--- src/csr_pkg.sv ---
// Shared widths, CSR map, reset values, masks and bundle types for the machine CSR unit
package csr_pkg;

  localparam int xlen = 64;

  // Machine CSR addresses
  localparam logic [11:0] addr_mstatus   = 12'h300;
  localparam logic [11:0] addr_misa      = 12'h301;
  localparam logic [11:0] addr_mie       = 12'h304;
  localparam logic [11:0] addr_mtvec     = 12'h305;
  localparam logic [11:0] addr_mscratch  = 12'h340;
  localparam logic [11:0] addr_mepc      = 12'h341;
  localparam logic [11:0] addr_mcause    = 12'h342;
  localparam logic [11:0] addr_mtval     = 12'h343;
  localparam logic [11:0] addr_mip       = 12'h344;
  localparam logic [11:0] addr_mcycle    = 12'hb00;
  localparam logic [11:0] addr_mvendorid = 12'hf11;
  localparam logic [11:0] addr_marchid   = 12'hf12;
  localparam logic [11:0] addr_mimpid    = 12'hf13;
  localparam logic [11:0] addr_mhartid   = 12'hf14;

  localparam logic [xlen-1:0] mstatus_reset = 64'h0000_0000_0000_1880; // MPP=M, MPIE=1
  localparam logic [xlen-1:0] misa_value    = 64'h8000_0000_0000_0100; // RV64, base I only
  localparam logic [1:0]      priv_m        = 2'b11;

  // Writable bits per register
  localparam logic [xlen-1:0] mstatus_wmask = 64'h0000_0000_0000_0088; // MIE, MPIE
  localparam logic [xlen-1:0] mie_wmask     = 64'h0000_0000_0000_0888; // MSIE, MTIE, MEIE
  localparam logic [xlen-1:0] mtvec_wmask   = 64'hffff_ffff_ffff_fffd; // Bit 1 reserved
  localparam logic [xlen-1:0] mepc_wmask    = 64'hffff_ffff_ffff_fffc;

  // Interrupt cause codes
  localparam logic [xlen-1:0] cause_msi      = 64'd3;
  localparam logic [xlen-1:0] cause_mti      = 64'd7;
  localparam logic [xlen-1:0] cause_mei      = 64'd11;
  localparam logic [xlen-1:0] cause_irq_flag = 64'h8000_0000_0000_0000;

  // Encoded like funct3[1:0] of the CSR instructions
  typedef enum logic [1:0] {
    op_rw = 2'b01,
    op_rs = 2'b10,
    op_rc = 2'b11
  } csr_op_e;

  typedef struct packed {
    logic            valid;
    csr_op_e         op;
    logic [11:0]     addr;
    logic [xlen-1:0] src;
    logic            src_is_x0;
  } csr_req_t;

  typedef struct packed {
    logic            valid;
    logic [xlen-1:0] cause;
    logic [xlen-1:0] tval;
  } trap_req_t;

  // mstatus fields, machine mode only
  typedef struct packed {
    logic [63:13] rsv_hi;
    logic [1:0]   mpp;    // Bits 12:11
    logic [10:8]  rsv_mid;
    logic         mpie;   // Bit 7
    logic [6:4]   rsv_lo;
    logic         mie;    // Bit 3
    logic [2:0]   rsv_low;
  } mstatus_f_t;

  typedef union packed {
    logic [xlen-1:0] raw;
    mstatus_f_t      f;
  } mstatus_u;

  // Register view handed to the trap control
  typedef struct packed {
    mstatus_u        mstatus;
    logic [xlen-1:0] mtvec;
    logic [xlen-1:0] mepc;
    logic [xlen-1:0] mie;
    logic [xlen-1:0] mip;
  } csr_state_t;

  // Trap entry or exit update
  typedef struct packed {
    logic            enter;
    logic            exit;
    mstatus_u        mstatus;
    logic [xlen-1:0] mepc;
    logic [xlen-1:0] mcause;
    logic [xlen-1:0] mtval;
  } trap_wr_t;

endpackage
--- src/csr_unit.sv ---
// Machine-mode CSR unit top tying the CSR file, CSR ALU and trap control together
`timescale 1ns/1ns

module csr_unit
  import csr_pkg::*;
(
  input  logic            clk,
  input  logic            rst,
  input  csr_req_t        csr_req,
  input  trap_req_t       trap_req,
  input  logic            mret,
  input  logic            commit,
  input  logic [xlen-1:0] pc,
  input  logic            irq_soft,
  input  logic            irq_timer,
  input  logic            irq_ext,
  output logic [xlen-1:0] rd_data,
  output logic            csr_illegal,
  output logic            redirect_valid,
  output logic [xlen-1:0] redirect_pc
);

  csr_state_t      csr_state;
  trap_wr_t        trap_wr;
  logic [xlen-1:0] old_value;
  logic [xlen-1:0] wr_value;
  logic            wr_intent;

  csr_file u_csr_file (
    .clk         (clk),
    .rst         (rst),
    .csr_req     (csr_req),
    .wr_value    (wr_value),
    .wr_intent   (wr_intent),
    .trap_wr     (trap_wr),
    .irq_soft    (irq_soft),
    .irq_timer   (irq_timer),
    .irq_ext     (irq_ext),
    .old_value   (old_value),
    .rd_data     (rd_data),
    .csr_illegal (csr_illegal),
    .csr_state   (csr_state)
  );

  csr_alu u_csr_alu (
    .op        (csr_req.op),
    .old_value (old_value),
    .src       (csr_req.src),
    .src_is_x0 (csr_req.src_is_x0),
    .wr_value  (wr_value),
    .wr_intent (wr_intent)
  );

  trap_ctrl u_trap_ctrl (
    .trap_req       (trap_req),
    .mret           (mret),
    .commit         (commit),
    .pc             (pc),
    .csr_state      (csr_state),
    .rst            (rst),
    .trap_wr        (trap_wr),
    .redirect_valid (redirect_valid),
    .redirect_pc    (redirect_pc)
  );

endmodule

--- src/trap_ctrl.sv ---
// Trap control choosing exception, mret or interrupt and building the redirect target
`timescale 1ns/1ns

module trap_ctrl
  import csr_pkg::*;
(
  input  trap_req_t       trap_req,
  input  logic            mret,
  input  logic            commit,
  input  logic [xlen-1:0] pc,
  input  csr_state_t      csr_state,
  input  logic            rst,
  output trap_wr_t        trap_wr,
  output logic            redirect_valid,
  output logic [xlen-1:0] redirect_pc
);

  logic [xlen-1:0] pending;
  logic [xlen-1:0] irq_code;
  logic [xlen-1:0] tvec_base;
  logic            irq_any;
  logic            take_exc;
  logic            take_ret;
  logic            take_irq;
  mstatus_u        ms_next;

  // Enabled and pending machine interrupts
  assign pending = csr_state.mie & csr_state.mip;
  assign irq_any = pending[11] | pending[7] | pending[3];

  // External first, then software, then timer
  always_comb begin
    if (pending[11]) begin
      irq_code = cause_mei;
    end else if (pending[3]) begin
      irq_code = cause_msi;
    end else begin
      irq_code = cause_mti;
    end
  end

  // Exception beats mret, mret beats interrupt
  assign take_exc = trap_req.valid;
  assign take_ret = mret & ~take_exc;
  assign take_irq = commit & ~trap_req.valid & ~mret
                  & csr_state.mstatus.f.mie & irq_any;

  // New mstatus on entry or exit
  always_comb begin
    ms_next = csr_state.mstatus;
    if (take_exc || take_irq) begin
      ms_next.f.mpie = csr_state.mstatus.f.mie;
      ms_next.f.mie  = 1'b0;
      ms_next.f.mpp  = priv_m; // No lower modes
    end else if (take_ret) begin
      ms_next.f.mie  = csr_state.mstatus.f.mpie;
      ms_next.f.mpie = 1'b1;
    end
  end

  always_comb begin
    trap_wr.enter   = take_exc | take_irq;
    trap_wr.exit    = take_ret;
    trap_wr.mstatus = ms_next;
    trap_wr.mepc    = pc & mepc_wmask;
    if (take_exc) begin
      trap_wr.mcause = trap_req.cause;
      trap_wr.mtval  = trap_req.tval;
    end else begin
      trap_wr.mcause = cause_irq_flag | irq_code;
      trap_wr.mtval  = '0; // No trap value for interrupts
    end
  end

  assign tvec_base = {csr_state.mtvec[xlen-1:2], 2'b00};

  // Redirect target for fetch
  always_comb begin
    if (take_ret) begin
      redirect_pc = csr_state.mepc;
    end else if (take_irq && csr_state.mtvec[0]) begin
      redirect_pc = tvec_base + (irq_code << 2); // Vectored mode
    end else begin
      redirect_pc = tvec_base;
    end
  end

  assign redirect_valid = ~rst & (trap_wr.enter | trap_wr.exit);

endmodule

--- src/csr_alu.sv ---
// New CSR value for read-write, read-set and read-clear, plus the write intent
`timescale 1ns/1ns

module csr_alu
  import csr_pkg::*;
(
  input  csr_op_e         op,
  input  logic [xlen-1:0] old_value,
  input  logic [xlen-1:0] src,
  input  logic            src_is_x0,
  output logic [xlen-1:0] wr_value,
  output logic            wr_intent
);

  always_comb begin
    case (op)
      op_rw: begin
        wr_value  = src;
        wr_intent = 1'b1;
      end
      op_rs: begin
        wr_value  = old_value | src;
        wr_intent = ~src_is_x0; // csrrs with x0 is a pure read
      end
      op_rc: begin
        wr_value  = old_value & ~src;
        wr_intent = ~src_is_x0;
      end
      default: begin
        // Unused encoding, no write
        wr_value  = old_value;
        wr_intent = 1'b0;
      end
    endcase
  end

endmodule

--- src/csr_file.sv ---
// Machine CSR storage with address decode, illegal access check, read mux and trap updates
`timescale 1ns/1ns

module csr_file
  import csr_pkg::*;
(
  input  logic            clk,
  input  logic            rst,
  input  csr_req_t        csr_req,
  input  logic [xlen-1:0] wr_value,
  input  logic            wr_intent,
  input  trap_wr_t        trap_wr,
  input  logic            irq_soft,
  input  logic            irq_timer,
  input  logic            irq_ext,
  output logic [xlen-1:0] old_value,
  output logic [xlen-1:0] rd_data,
  output logic            csr_illegal,
  output csr_state_t      csr_state
);

  logic [xlen-1:0] mstatus_q;
  logic [xlen-1:0] mie_q;
  logic [xlen-1:0] mtvec_q;
  logic [xlen-1:0] mscratch_q;
  logic [xlen-1:0] mepc_q;
  logic [xlen-1:0] mcause_q;
  logic [xlen-1:0] mtval_q;
  logic [xlen-1:0] mip_q;
  logic [xlen-1:0] mcycle_q;
  logic [xlen-1:0] mip_next;

  logic addr_known;
  logic addr_ro;
  logic trap_busy;
  logic csr_we;
  logic we_mstatus;
  logic we_mie;
  logic we_mtvec;
  logic we_mscratch;
  logic we_mepc;
  logic we_mcause;
  logic we_mtval;
  logic we_mcycle;

  // Keep the read-only bits of a register while writing the rest
  function automatic logic [xlen-1:0] merge_wr(input logic [xlen-1:0] cur,
                                               input logic [xlen-1:0] nxt,
                                               input logic [xlen-1:0] mask);
    merge_wr = (cur & ~mask) | (nxt & mask);
  endfunction

  // Address decode and read mux
  always_comb begin
    addr_known = 1'b1;
    addr_ro    = 1'b0;
    old_value  = '0;
    case (csr_req.addr)
      addr_mstatus:  old_value = mstatus_q;
      addr_mie:      old_value = mie_q;
      addr_mtvec:    old_value = mtvec_q;
      addr_mscratch: old_value = mscratch_q;
      addr_mepc:     old_value = mepc_q;
      addr_mcause:   old_value = mcause_q;
      addr_mtval:    old_value = mtval_q;
      addr_mip:      old_value = mip_q;
      addr_mcycle:   old_value = mcycle_q;
      addr_misa: begin
        old_value = misa_value;
        addr_ro   = 1'b1;
      end
      addr_mvendorid, addr_marchid, addr_mimpid, addr_mhartid: begin
        addr_ro = 1'b1; // IDs read as zero
      end
      default: addr_known = 1'b0;
    endcase
  end

  assign csr_illegal = csr_req.valid & (~addr_known | (addr_ro & wr_intent));
  assign rd_data     = (rst || !csr_req.valid) ? '0 : old_value;

  // A trap entry or exit cancels the CSR write of the same cycle
  assign trap_busy = trap_wr.enter | trap_wr.exit;
  assign csr_we    = csr_req.valid & wr_intent & ~csr_illegal & ~trap_busy;

  assign we_mstatus  = csr_we & (csr_req.addr == addr_mstatus);
  assign we_mie      = csr_we & (csr_req.addr == addr_mie);
  assign we_mtvec    = csr_we & (csr_req.addr == addr_mtvec);
  assign we_mscratch = csr_we & (csr_req.addr == addr_mscratch);
  assign we_mepc     = csr_we & (csr_req.addr == addr_mepc);
  assign we_mcause   = csr_we & (csr_req.addr == addr_mcause);
  assign we_mtval    = csr_we & (csr_req.addr == addr_mtval);
  assign we_mcycle   = csr_we & (csr_req.addr == addr_mcycle);

  // Pending bits follow the lines MEIP, MTIP, MSIP
  assign mip_next = {52'b0, irq_ext, 3'b0, irq_timer, 3'b0, irq_soft, 3'b0};

  // Trap side registers, trap update wins over a CSR write
  always_ff @(posedge clk) begin
    if (rst) begin
      mstatus_q <= mstatus_reset;
      mepc_q    <= '0;
      mcause_q  <= '0;
      mtval_q   <= '0;
    end else if (trap_wr.enter) begin
      mstatus_q <= trap_wr.mstatus.raw;
      mepc_q    <= trap_wr.mepc;
      mcause_q  <= trap_wr.mcause;
      mtval_q   <= trap_wr.mtval;
    end else if (trap_wr.exit) begin
      mstatus_q <= trap_wr.mstatus.raw; // mret only touches mstatus
    end else begin
      if (we_mstatus) mstatus_q <= merge_wr(mstatus_q, wr_value, mstatus_wmask);
      if (we_mepc)    mepc_q    <= merge_wr(mepc_q, wr_value, mepc_wmask);
      if (we_mcause)  mcause_q  <= wr_value;
      if (we_mtval)   mtval_q   <= wr_value;
    end
  end

  // Plain software registers
  always_ff @(posedge clk) begin
    if (rst) begin
      mie_q      <= '0;
      mtvec_q    <= '0;
      mscratch_q <= '0;
      mip_q      <= '0;
    end else begin
      if (we_mie)      mie_q      <= merge_wr(mie_q, wr_value, mie_wmask);
      if (we_mtvec)    mtvec_q    <= merge_wr(mtvec_q, wr_value, mtvec_wmask);
      if (we_mscratch) mscratch_q <= wr_value;
      mip_q <= mip_next; // Writes to mip are dropped
    end
  end

  // Free running cycle counter
  always_ff @(posedge clk) begin
    if (rst) begin
      mcycle_q <= '0;
    end else if (we_mcycle) begin
      mcycle_q <= wr_value;
    end else begin
      mcycle_q <= mcycle_q + 64'd1;
    end
  end

  assign csr_state.mstatus.raw = mstatus_q;
  assign csr_state.mtvec       = mtvec_q;
  assign csr_state.mepc        = mepc_q;
  assign csr_state.mie         = mie_q;
  assign csr_state.mip         = mip_q;

endmodule

--- config.mk ---
export PLATFORM = sky130hd
export DESIGN_NAME = csr_unit
export DESIGN_NICKNAME = d
export VERILOG_FILES = /design/src/csr_pkg.sv /design/src/csr_unit.sv /design/src/trap_ctrl.sv /design/src/csr_alu.sv /design/src/csr_file.sv
export SDC_FILE = /design/constraint.sdc
export NUM_CORES = 1
export LEC_CHECK = 0
export ABC_AREA = 1
export BUFFER_PORTS_ARGS = -buffer_cell sky130_fd_sc_hd__buf_2
export CAP_MARGIN = 10
export CORE_UTILIZATION = 31
export DETAILED_ROUTE_END_ITERATION = 8
export HOLD_SLACK_MARGIN = 0.05
export REMOVE_ABC_BUFFERS = 1
export SLEW_MARGIN = 10
export SYNTH_ARGS = -nofsm -noshare
export SYNTH_HDL_FRONTEND = slang
export SYNTH_SLANG_ARGS = --single-unit
--- constraint.sdc ---
create_clock -name clk -period 5.8 [get_ports clk]
set_clock_uncertainty 0.2 [all_clocks]
set_input_delay 0.29 -clock clk [delete_from_list [all_inputs] [get_ports clk]]
set_output_delay 0.29 -clock clk [all_outputs]
set_load 0.02 [all_outputs]
Word-level counts from Yosys, hierarchy flattened
Index checks and enable logic that the tools add are counted.

storage, ports and cells
  logic and storage cells = 118
  output and inout port bits = 130
  memory bits (read-only) = 0
  register bits after elaboration = 515
  memory bits (writable) = 0
  bits in latches = 0
  input port bits = 280
  memories kept = 0

cells by class
  div/mod/pow operators = 0
  reductions and logical operators = 17
  multipliers = 0
  $add $sub $neg = 2
  order comparisons = 0
  shift-type cells = 0
  muxes and demuxes = 29
  equal/unequal tests = 18
  bitwise logic cells = 41

operators by type and width
  kind                   number
  $mux 64                13
  $pmux 64 s10           1
  $pmux 64 s3            1
  $mux 128               1
  $or 2x64->64           2
  $eq 12x10->1 const B   9
  $add 64x1->64 const B  1
  $add 64x64->64         1
  $and 64x64->64         1
  $not 64->64            1
  $or 64x12->64          1
  $or 64x64->64          1
  $or 64x8->64           1
  $eq 12x12->1 const B   5
  $mux 13                3
  $and 1x1->1            19
  $reduce_or 14->1       1
  $and 12x12->12         1
  $not 1->1              9
  $reduce_and 2->1       4
  $mux 1                 6
  $reduce_bool 2->1      3
  $or 1x1->1             5
  $reduce_or 5->1        1
  13 further kinds       16

Longest topological paths before layout
Gate-level depths: netlist (run 1).

  depth in word-level cells = 13
  depth in mapped cells = 17
  mapped depth without buffers = 16

Cells and area by module
From an unflattened synthesis (run 1), not the netlist that was laid out.

second synthesis, totals
  cell total of the unflattened synthesis = 5,556
  area total of the unflattened synthesis = 32,067.0 um^2

by module, submodules not included
  module     seq. area each (um^2)  area an instance (um^2)  times used  cells each
  csr_file   9,068.7                25,260.5                 1           4,053
  trap_ctrl  0.0                    5,109.9                  1           1,087
  csr_alu    0.0                    1,696.6                  1           416

Worst setup path before layout (run 1)
Ideal clock, no wire load.

  path kind = register to output
  start = register u_csr_file.mie_q[3]
  end = output redirect_pc[39]
  data arrival time = 2,507 ps
  data required time = 5,310 ps
  path buffers = 0
  path slack = 2,803 ps
  stages on the path, launching flop included = 14
  path through = dfxtp_1 inv_1 o21ai_1 inv_2 ha_1 nand3_1 nand2_1 a21oi_1 nor2_1 nand2_1 nor2_1 nand2_1 xor2_1 o21ai_0

on the way
  cells in the longest elaborated chain, start to end = 6
  elaborated cells between the ends (all ways) = 9
  those cells by class = add/sub: 1; mux: 4; bitwise: 3; reduce/logical: 1

RTL lines
  item                                                        RTL line                          text
  start: declaration                                          csr_file.sv:23                    logic [xlen-1:0] mie_q;
  start signal: assignment                                    csr_file.sv:128                   if (we_mie) mie_q <= merge_wr(mie_q, wr_value, mie_wmask);
  $and 12x12->12 (*)                                          trap_ctrl.sv:28                   assign pending = csr_state.mie & csr_state.mip;
  $mux 3 / $or 1x1->1 (equally long branches)                 trap_ctrl.sv:35, trap_ctrl.sv:29
  $mux 4 / $and 1x1->1 (equally long branches)                trap_ctrl.sv:33, trap_ctrl.sv:46
  $add 64x64->64 / $logic_and 1x1->1 (equally long branches)  trap_ctrl.sv:82, trap_ctrl.sv:81
  $mux 64 (*)                                                 trap_ctrl.sv:81                   end else if (take_irq && csr_state.mtvec[0]) begin
  $mux 64 (*)                                                 trap_ctrl.sv:79                   if (take_ret) begin
  end: declaration                                            csr_unit.sv:20                    output logic [xlen-1:0] redirect_pc

Mark *: on every way between the ends. The rest lies on a longest branch, timed or not.

Worst setup path after layout (run 1)
  start = register u_csr_file.mie_q[11]
  end = output redirect_pc[42]

on the way
  cells in the longest elaborated chain, start to end = 7
  elaborated cells between the ends (all ways) = 9
  those cells by class = add/sub: 1; mux: 3; bitwise: 4; reduce/logical: 1

RTL lines
  item                                                    RTL line
  $and 12x12->12 (*)                                      trap_ctrl.sv:28
  branches (longest 4 deep; another with $add 64x64->64)  -
  $mux 64 (*)                                             trap_ctrl.sv:81
  $mux 64 (*)                                             trap_ctrl.sv:79

Every way passes the cells marked *.

==> results.md, run 1 <==
* Comb pwr share at 0.144
* Worst-Skew Late Latency at 0.59 ns
* H-tree Lvls at 2
* Wirelength, routed at 131 mm
* Die Footprint at 0.0881 mm^2
* Fraction of layout cells with a size suffix above 1 at 0.107
* Post-route DRC at 0
* Final ANT Viol Nets at 0
* Leakage power at 0.0167 uW
* Clock sink total at 391
* Synth area leaders: dfxtp_1 29%, nand2_1 21%, nor2_1 12%
* HPWL after DPL at 92.7 mm
* Max transition margin at 0.263
* Slew at the pin closest to its max-slew limit at 1.11 ns
* Placed cell area at 0.0297 mm^2
* 1st-iter DRT viols at 3,199
* Post-detailed-route wirelength per cell at 20.1 um
* Sw frac at 0.279
* GRT Residual Overflow at 0
* Power Dens Cells at 201 mW/mm^2
* Setup TNS at 0 ns
* Clock network power share at 0.445
* Most common cell on crit path: nand3_1
* Tcrit/Tclk final at 0.813
* P_sw at 1930 uW
* Initial antenna violation count at 6
* I/O pin count at 410
* Slowest stage delay, CP at 0.46 ns
* TritonCTS Buffers at 46
* Crit path arrival time at 4.22 ns
* Vert. Die Dim at 297 um
* Max Cap Viol at 0
* CTS Buffer Depth at 3
* Clock-pin slew on the worst setup and hold paths at 0.06 ns
* Final net count at 5,656
* Setup violations, final at 0
* Maximum VDD drop at 144 uV
* CP Cell Sequence: nand2_1 -> o21ai_1 -> inv_2 -> ha_1 -> nand3_1 -> nand2_1 -> inv_1 -> nor2_1 -> nand3_1 -> nor2_1 -> and3_1 -> nand3_1 -> a31oi_1 -> buf_2
* P_int at 4970 uW
* CTS tree: yes
* GRT met3 Usage at 0.0376
* Post-layout minimum cycle time at 4.71 ns
* Number of global-route vias before repair at 31,200
* EDFF count, synth at 0
* Post-synthesis sequential area ratio at 0.290
* Final hold viol count at 0
* WS Path Type: flip-flop to output port
* Vias at 33,400
* Yosys top cell area share at 0.290
* GRT Max-Usage Layer: met2
* Syn Std Cell Area at 0.0270 mm^2
* CP Data Required Time at 5.31 ns
* CP Capture Type: output port
* Synthesized flop and latch total at 391
* Status: finished, final reports clean
* IO buf count at 405
* Hold Path Class: primary input to flip-flop
* Post-CTS setup buffer count at 0
* F_max at 212 MHz
* Async S/R FF share, synth at 0
* Most used DFF post-synth: dfxtp_1
* Area leader, netlist: dfxtp_1
* Max Slew Vio Count at 0
* Buf/Inv on CP at 3
* GR Layer Usage met2 at 0.468
* Synthesis warning total at 0
* RePlAce Congestion at 1.03
* Syn avg cell area at 5.57 um^2
* First-pass GRT wire length at 195 mm
* CP delay by family, top: simple AND/OR/NAND/NOR gates
* Largest net degree at the start of global routing at 177
* Initial Utilization at 0.315
* Power share of the sequential group at 0.411
* Slowest stage cell, crit path: a31oi_1
* Top-count cell post-synth: nand2_1
* RSZ-0062 raised after global routing: false
* Core area at 0.0857 mm^2
* DR vias/cell at 5.09
* Critical path fanouts, max at 6
* Final Cell Area at 0.0343 mm^2
* DRT Pass-1 Iters at 6
* GRT Overall Usage at 0.286
* Synthesized instance count at 4,840
* Std-Cell Rows at 107
* Layout overhead on the synthesized area at 27.2%
* Post-synthesis cell type count at 46
* Die Wd at 297 um
* Root Buffer: clkbuf_16
* Leading cell types by count after synthesis: 1,528 x nand2_1, 858 x nor2_1, 482 x inv_1, 422 x o21ai_0, 391 x dfxtp_1
* GR Util met1 at 0.380
* Critical path launch point type: flip-flop
## placed cells by master, fill, tap and decap left out, types with 11 or more instances in the layout
cell type	Yosys	routed
a21oi_1	129	129
clkinv_2	0	11
o21ai_1	107	107
nor2_4	5	13
nand4_1	56	56
nand3_1	380	380
clkbuf_8	0	14
dlygate4sd3_1	0	306
nand2_1	1528	1523
buf_2	85	404
dfxtp_1	391	391
xnor2_1	13	13
clkbuf_16	0	49
xor2_1	56	56
nor2_1	858	855
nor3_1	50	50
o21ai_0	422	422
inv_1	482	479
nor4_1	11	11
buf_4	26	40
## metrics by stage
stage | util | std cells | total power, uW | hold WS (ns) | setup slack (ns)
final | 0.400 | 6553 | 6890 | 0.0643 | 1.09
after CTS | 0.400 | 6551 | 6890 | 0.0509 | 1.20
after floorplan | - | 4569 | 3330 | 0.159 | -0.653
after detailed placement | 0.346 | 6162 | 3690 | 0.230 | 1.83
after global routing | 0.400 | 6553 | 7110 | 0.0978 | 0.849
after global placement | 0.346 | 6162 | 3680 | 0.223 | 1.85
## state kept, by name, indices dropped and copies added, names as in the netlist
| signal | flops |
|---|---|
| u_csr_file.mepc_q | 62 |
| u_csr_file.mscratch_q | 64 |
| u_csr_file.mcause_q | 64 |
| u_csr_file.mtvec_q | 63 |
| u_csr_file.mcycle_q | 64 |
| u_csr_file.mtval_q | 64 |
| u_csr_file.mstatus_q | 4 |
| u_csr_file.mip_q | 3 |
| u_csr_file.mie_q | 3 |
## final timing paths
kind | from | endpoint | slack (ns) | cells past startpoint
worst max-delay path | u_csr_file.mie_q[11]$_SDFFE_PP0P_ | redirect_pc[42] | 1.09 | 14
worst min-delay path | csr_req[32] | u_csr_file.mscratch_q[31]$_SDFFE_PP0P_ | 0.06 | 5
worst max register to register | u_csr_file.mie_q[11]$_SDFFE_PP0P_ | u_csr_file.mepc_q[36]$_SDFFE_PP0P_ | 1.92 | 13
worst min register to register | u_csr_file.mstatus_q[12]$_SDFFE_PP1P_ | u_csr_file.mstatus_q[12]$_SDFFE_PP1P_ | 0.25 | 2
## worst reg2reg max path: stages, from the launching register on
cell and delay (ns):
dfxtp_1 0.32, nand2_1 0.12, o21ai_1 0.14, inv_2 0.12
nand2_1 0.07, nand2_1 0.16, nand2_2 0.10, inv_4 0.56
nand2_2 0.73, buf_12 0.42, nand3_1 0.23, dlygate4sd3_1 0.57
nand2_1 0.06, inv_1 0.04
## repair_timing
action | CTS | global route
hold endpoints to repair | 325 | 0
hold buffers | 306 | 0
gates resized for setup | 0 | 0
## layout make-up
| cell class | instances | area (um^2) |
|---|---|---|
| Antenna cell | 2 | 5.00 |
| Clock buffer | 73 | 1460 |
| Timing Repair Buffer | 755 | 5490 |
| Inverter | 493 | 1870 |
| Clock inverter | 10 | 100 |
| Multi-Input combinational cell | 3685 | 16100 |
| Tap cell | 1144 | 1430 |
| Sequential cell | 391 | 7830 |
| Fill cell | 9531 | 51400 |
## cell families (layout without fill, tap and decap cells)
family | Yosys count | count (layout) | synth area share
flops | 391 | 391 | 0.290
buf+inv | 765 | 1331 | 0.114
fa+ha+maj | 4 | 4 | 0.00186
compound gates | 677 | 677 | 0.127
xor+xnor | 69 | 69 | 0.0224
simple gates | 2933 | 2933 | 0.444
other cells | 1 | 4 | 0.000139
## power groups by stage
stage / Combinational, uW / Clock (uW) / Sequential, uW
floorplan: 456 / 0 / 2880
global placement: 794 / 0 / 2890
detailed placement: 801 / 0 / 2890
CTS: 974 / 3080 / 2830
global route: 1080 / 3190 / 2840
finish: 989 / 3070 / 2830
## routing by layer
layer / routed length (um) / share of wire
met5: 22 / 0.00017
met4: 4850 / 0.037
met3: 9920 / 0.075
met2: 59200 / 0.45
met1: 57400 / 0.44
Note: power is estimated with default switching activity, not from simulation.
==> run 2: changes to the inputs <==
==> constraint.sdc (replaced) <==
create_clock -name clk -period 4.2 [get_ports clk]
set_clock_uncertainty 0.2 [all_clocks]
set_input_delay 0.21 -clock clk [delete_from_list [all_inputs] [get_ports clk]]
set_output_delay 0.21 -clock clk [all_outputs]
set_load 0.02 [all_outputs]
==> results.md, run 2 (synthesis gave the netlist of run 1 again) <==
* HP Start: csr_req[66]
* Max transition margin at 0.303
* Crit path arrival time at 3.65 ns
* Final Cell Area at 0.0354 mm^2
* Power Dens Cells at 271 mW/mm^2
* GRT Overall Usage at 0.296
* CTS tree: yes
* TritonCTS Buffers at 49
* DR vias/cell at 5.07
* CP Data Required Time at 3.79 ns
* Final ANT Viol Nets at 0
* GRT Residual Overflow at 0
* I/O pin count at 410
* Post-layout minimum cycle time at 4.06 ns
* Wirelength, routed at 135 mm
* Final hold viol count at 0
* RR Endpoint: u_csr_file.mepc_q[36]$_SDFFE_PP0P_
* Clock-pin slew on the worst setup and hold paths at 0.06 ns
* Critical path launch point type: flip-flop
* Most frequent cells in the layout: 1,521 x nand2_1, 848 x nor2_1, 479 x inv_1
* Placed cell area at 0.0301 mm^2
* Reg2reg start: u_csr_file.mstatus_q[3]$_SDFFE_PP0P_
* Post-route DRC at 0
* Std-Cell Rows at 107
* Initial Utilization at 0.315
* Register-to-register setup slack at 0.72 ns
* Fillers at 9,475
* Max Cap Viol at 0
* Slew at the pin closest to its max-slew limit at 1.05 ns
* Cells on worst reg2reg path at 11
* Die Wd at 297 um
* Final Core Density at 0.413
* F_max at 246 MHz
* HPWL after DPL at 96.6 mm
* Endpoint, Worst Hold: u_csr_file.mie_q[7]$_SDFFE_PP0P_
* Critical path fanouts, max at 5
* CP Capture Type: output port
* Tcrit/Tclk final at 0.966
* Max Slew Vio Count at 0
* First-pass GRT wire length at 201 mm
* RePlAce Congestion at 1.00
* CTS Buffer Depth at 3
* Setup TNS at 0 ns
* WS Path Type: flip-flop to output port
* Final net count at 5,763
* Die Footprint at 0.0881 mm^2
* Initial antenna violation count at 3
* Core area at 0.0857 mm^2
* Commonest non-fill, non-tap cell in the layout: nand2_1
* Worst-Skew Late Latency at 0.60 ns
* Antenna cells at 0
* Layout overhead on the synthesized area at 31.2%
* Setup violations, final at 0
* Fraction of layout cells with a size suffix above 1 at 0.115
* IO buf count at 405
* Multi-input gate area at 0.0162 mm^2
* Vias at 33,800
* Leakage power at 0.0172 uW
* Root Buffer: clkbuf_16
* Post-detailed-route wirelength per cell at 20.2 um
* DRT Pass-1 Iters at 6
* Clock sink total at 391
* Status: finished, final reports clean
* Largest net degree at the start of global routing at 116
* 1st-iter DRT viols at 3,283
* Maximum VDD drop at 257 uV
* Sequential cell area at 0.00783 mm^2
* H-tree Lvls at 2
* Hold-critical path depth at 8
* Number of global-route vias before repair at 32,200
* Hold Path Class: primary input to flip-flop
* Vert. Die Dim at 297 um
-- run 2: cell types whose count changed in the layout (fill, tap and decap cells not counted), sizes merged --
| cell | previous run | this run |
|---|---|---|
| clkbuf | 73 | 76 |
| clkinv | 11 | 8 |
| buf | 449 | 493 |
| bufinv | 2 | 1 |
| dlygate4sd3 | 306 | 366 |
| inv | 490 | 493 |
| clkinvlp | 0 | 2 |
| diode | 2 | 0 |
-- run 2: per-stage QoR --
stage	total power, uW	hold WS (ns)	cells	worst slack, ns
after floorplan	4600	0.0791	4569	-2.25
after global placement	5110	0.228	6206	0.487
after detailed placement	5120	0.227	6206	0.422
after CTS	9570	0.0658	6659	0.0355
after global routing	9910	0.141	6659	-0.00158
final	9590	0.0890	6659	0.142
-- run 2: worst max path at each step --
| stage | depth (start not counted) | to | start |
|---|---|---|---|
| floorplan | 11 | u_csr_file.mcause_q[11]$_SDFFE_PP0P_ | u_csr_file.mie_q[11]$_SDFFE_PP0P_ |
| global placement | 14 | redirect_pc[42] | u_csr_file.mie_q[3]$_SDFFE_PP0P_ |
| detailed placement | 14 | redirect_pc[42] | u_csr_file.mie_q[11]$_SDFFE_PP0P_ |
| CTS | 15 | redirect_pc[44] | u_csr_file.mie_q[11]$_SDFFE_PP0P_ |
| global route | 14 | redirect_pc[47] | u_csr_file.mie_q[11]$_SDFFE_PP0P_ |
| finish | 10 | redirect_pc[22] | u_csr_file.mstatus_q[3]$_SDFFE_PP0P_ |
-- run 2: metal layers --
layer / track usage / share of wire / vias up
li1: - / - / 16500
met1: 0.394 / 0.44 / 15600
met2: 0.488 / 0.45 / 1480
met3: 0.0361 / 0.072 / 238
met4: 0.111 / 0.036 / 0
met5: 0 / 0 / -
-- run 2: final cells by class --
type	instances	share of cell area
clock inverter	11	0.00251
multi-input combinational	3685	0.457
timing repair buffer	859	0.184
sequential	391	0.221
clock buffer	76	0.0416
tap	1144	0.0405
inverter	493	0.0527
-- run 2: power by group --
group | leakage, uW | total (uW) | internal, uW | switching, uW
sequential | 0.00320 | 3910 | 3840 | 72.1
clock | 0.000764 | 4220 | 2450 | 1770
combinational | 0.0132 | 1450 | 596 | 851
total | 0.0172 | 9590 | 6890 | 2690
-- run 2: worst max-delay path, cell delays in order, from the launching register on --
cell	delay (ns)
dfxtp_1	0.39
nand2_1	0.07
nor3_1	0.43
nand3_1	0.38
buf_4	0.28
nor3_1	0.41
nand3_1	0.20
nor2_1	0.17
xnor2_1	0.07
o21ai_0	0.40
buf_2	0.26
-- run 2: timing repair --
action,CTS,global route
hold buffers,366,0
pin swaps,0,0
setup endpoints to repair,6,22
endpoints found under the hold margin,379,0
resized for setup,6,15
buffers inserted,0,0
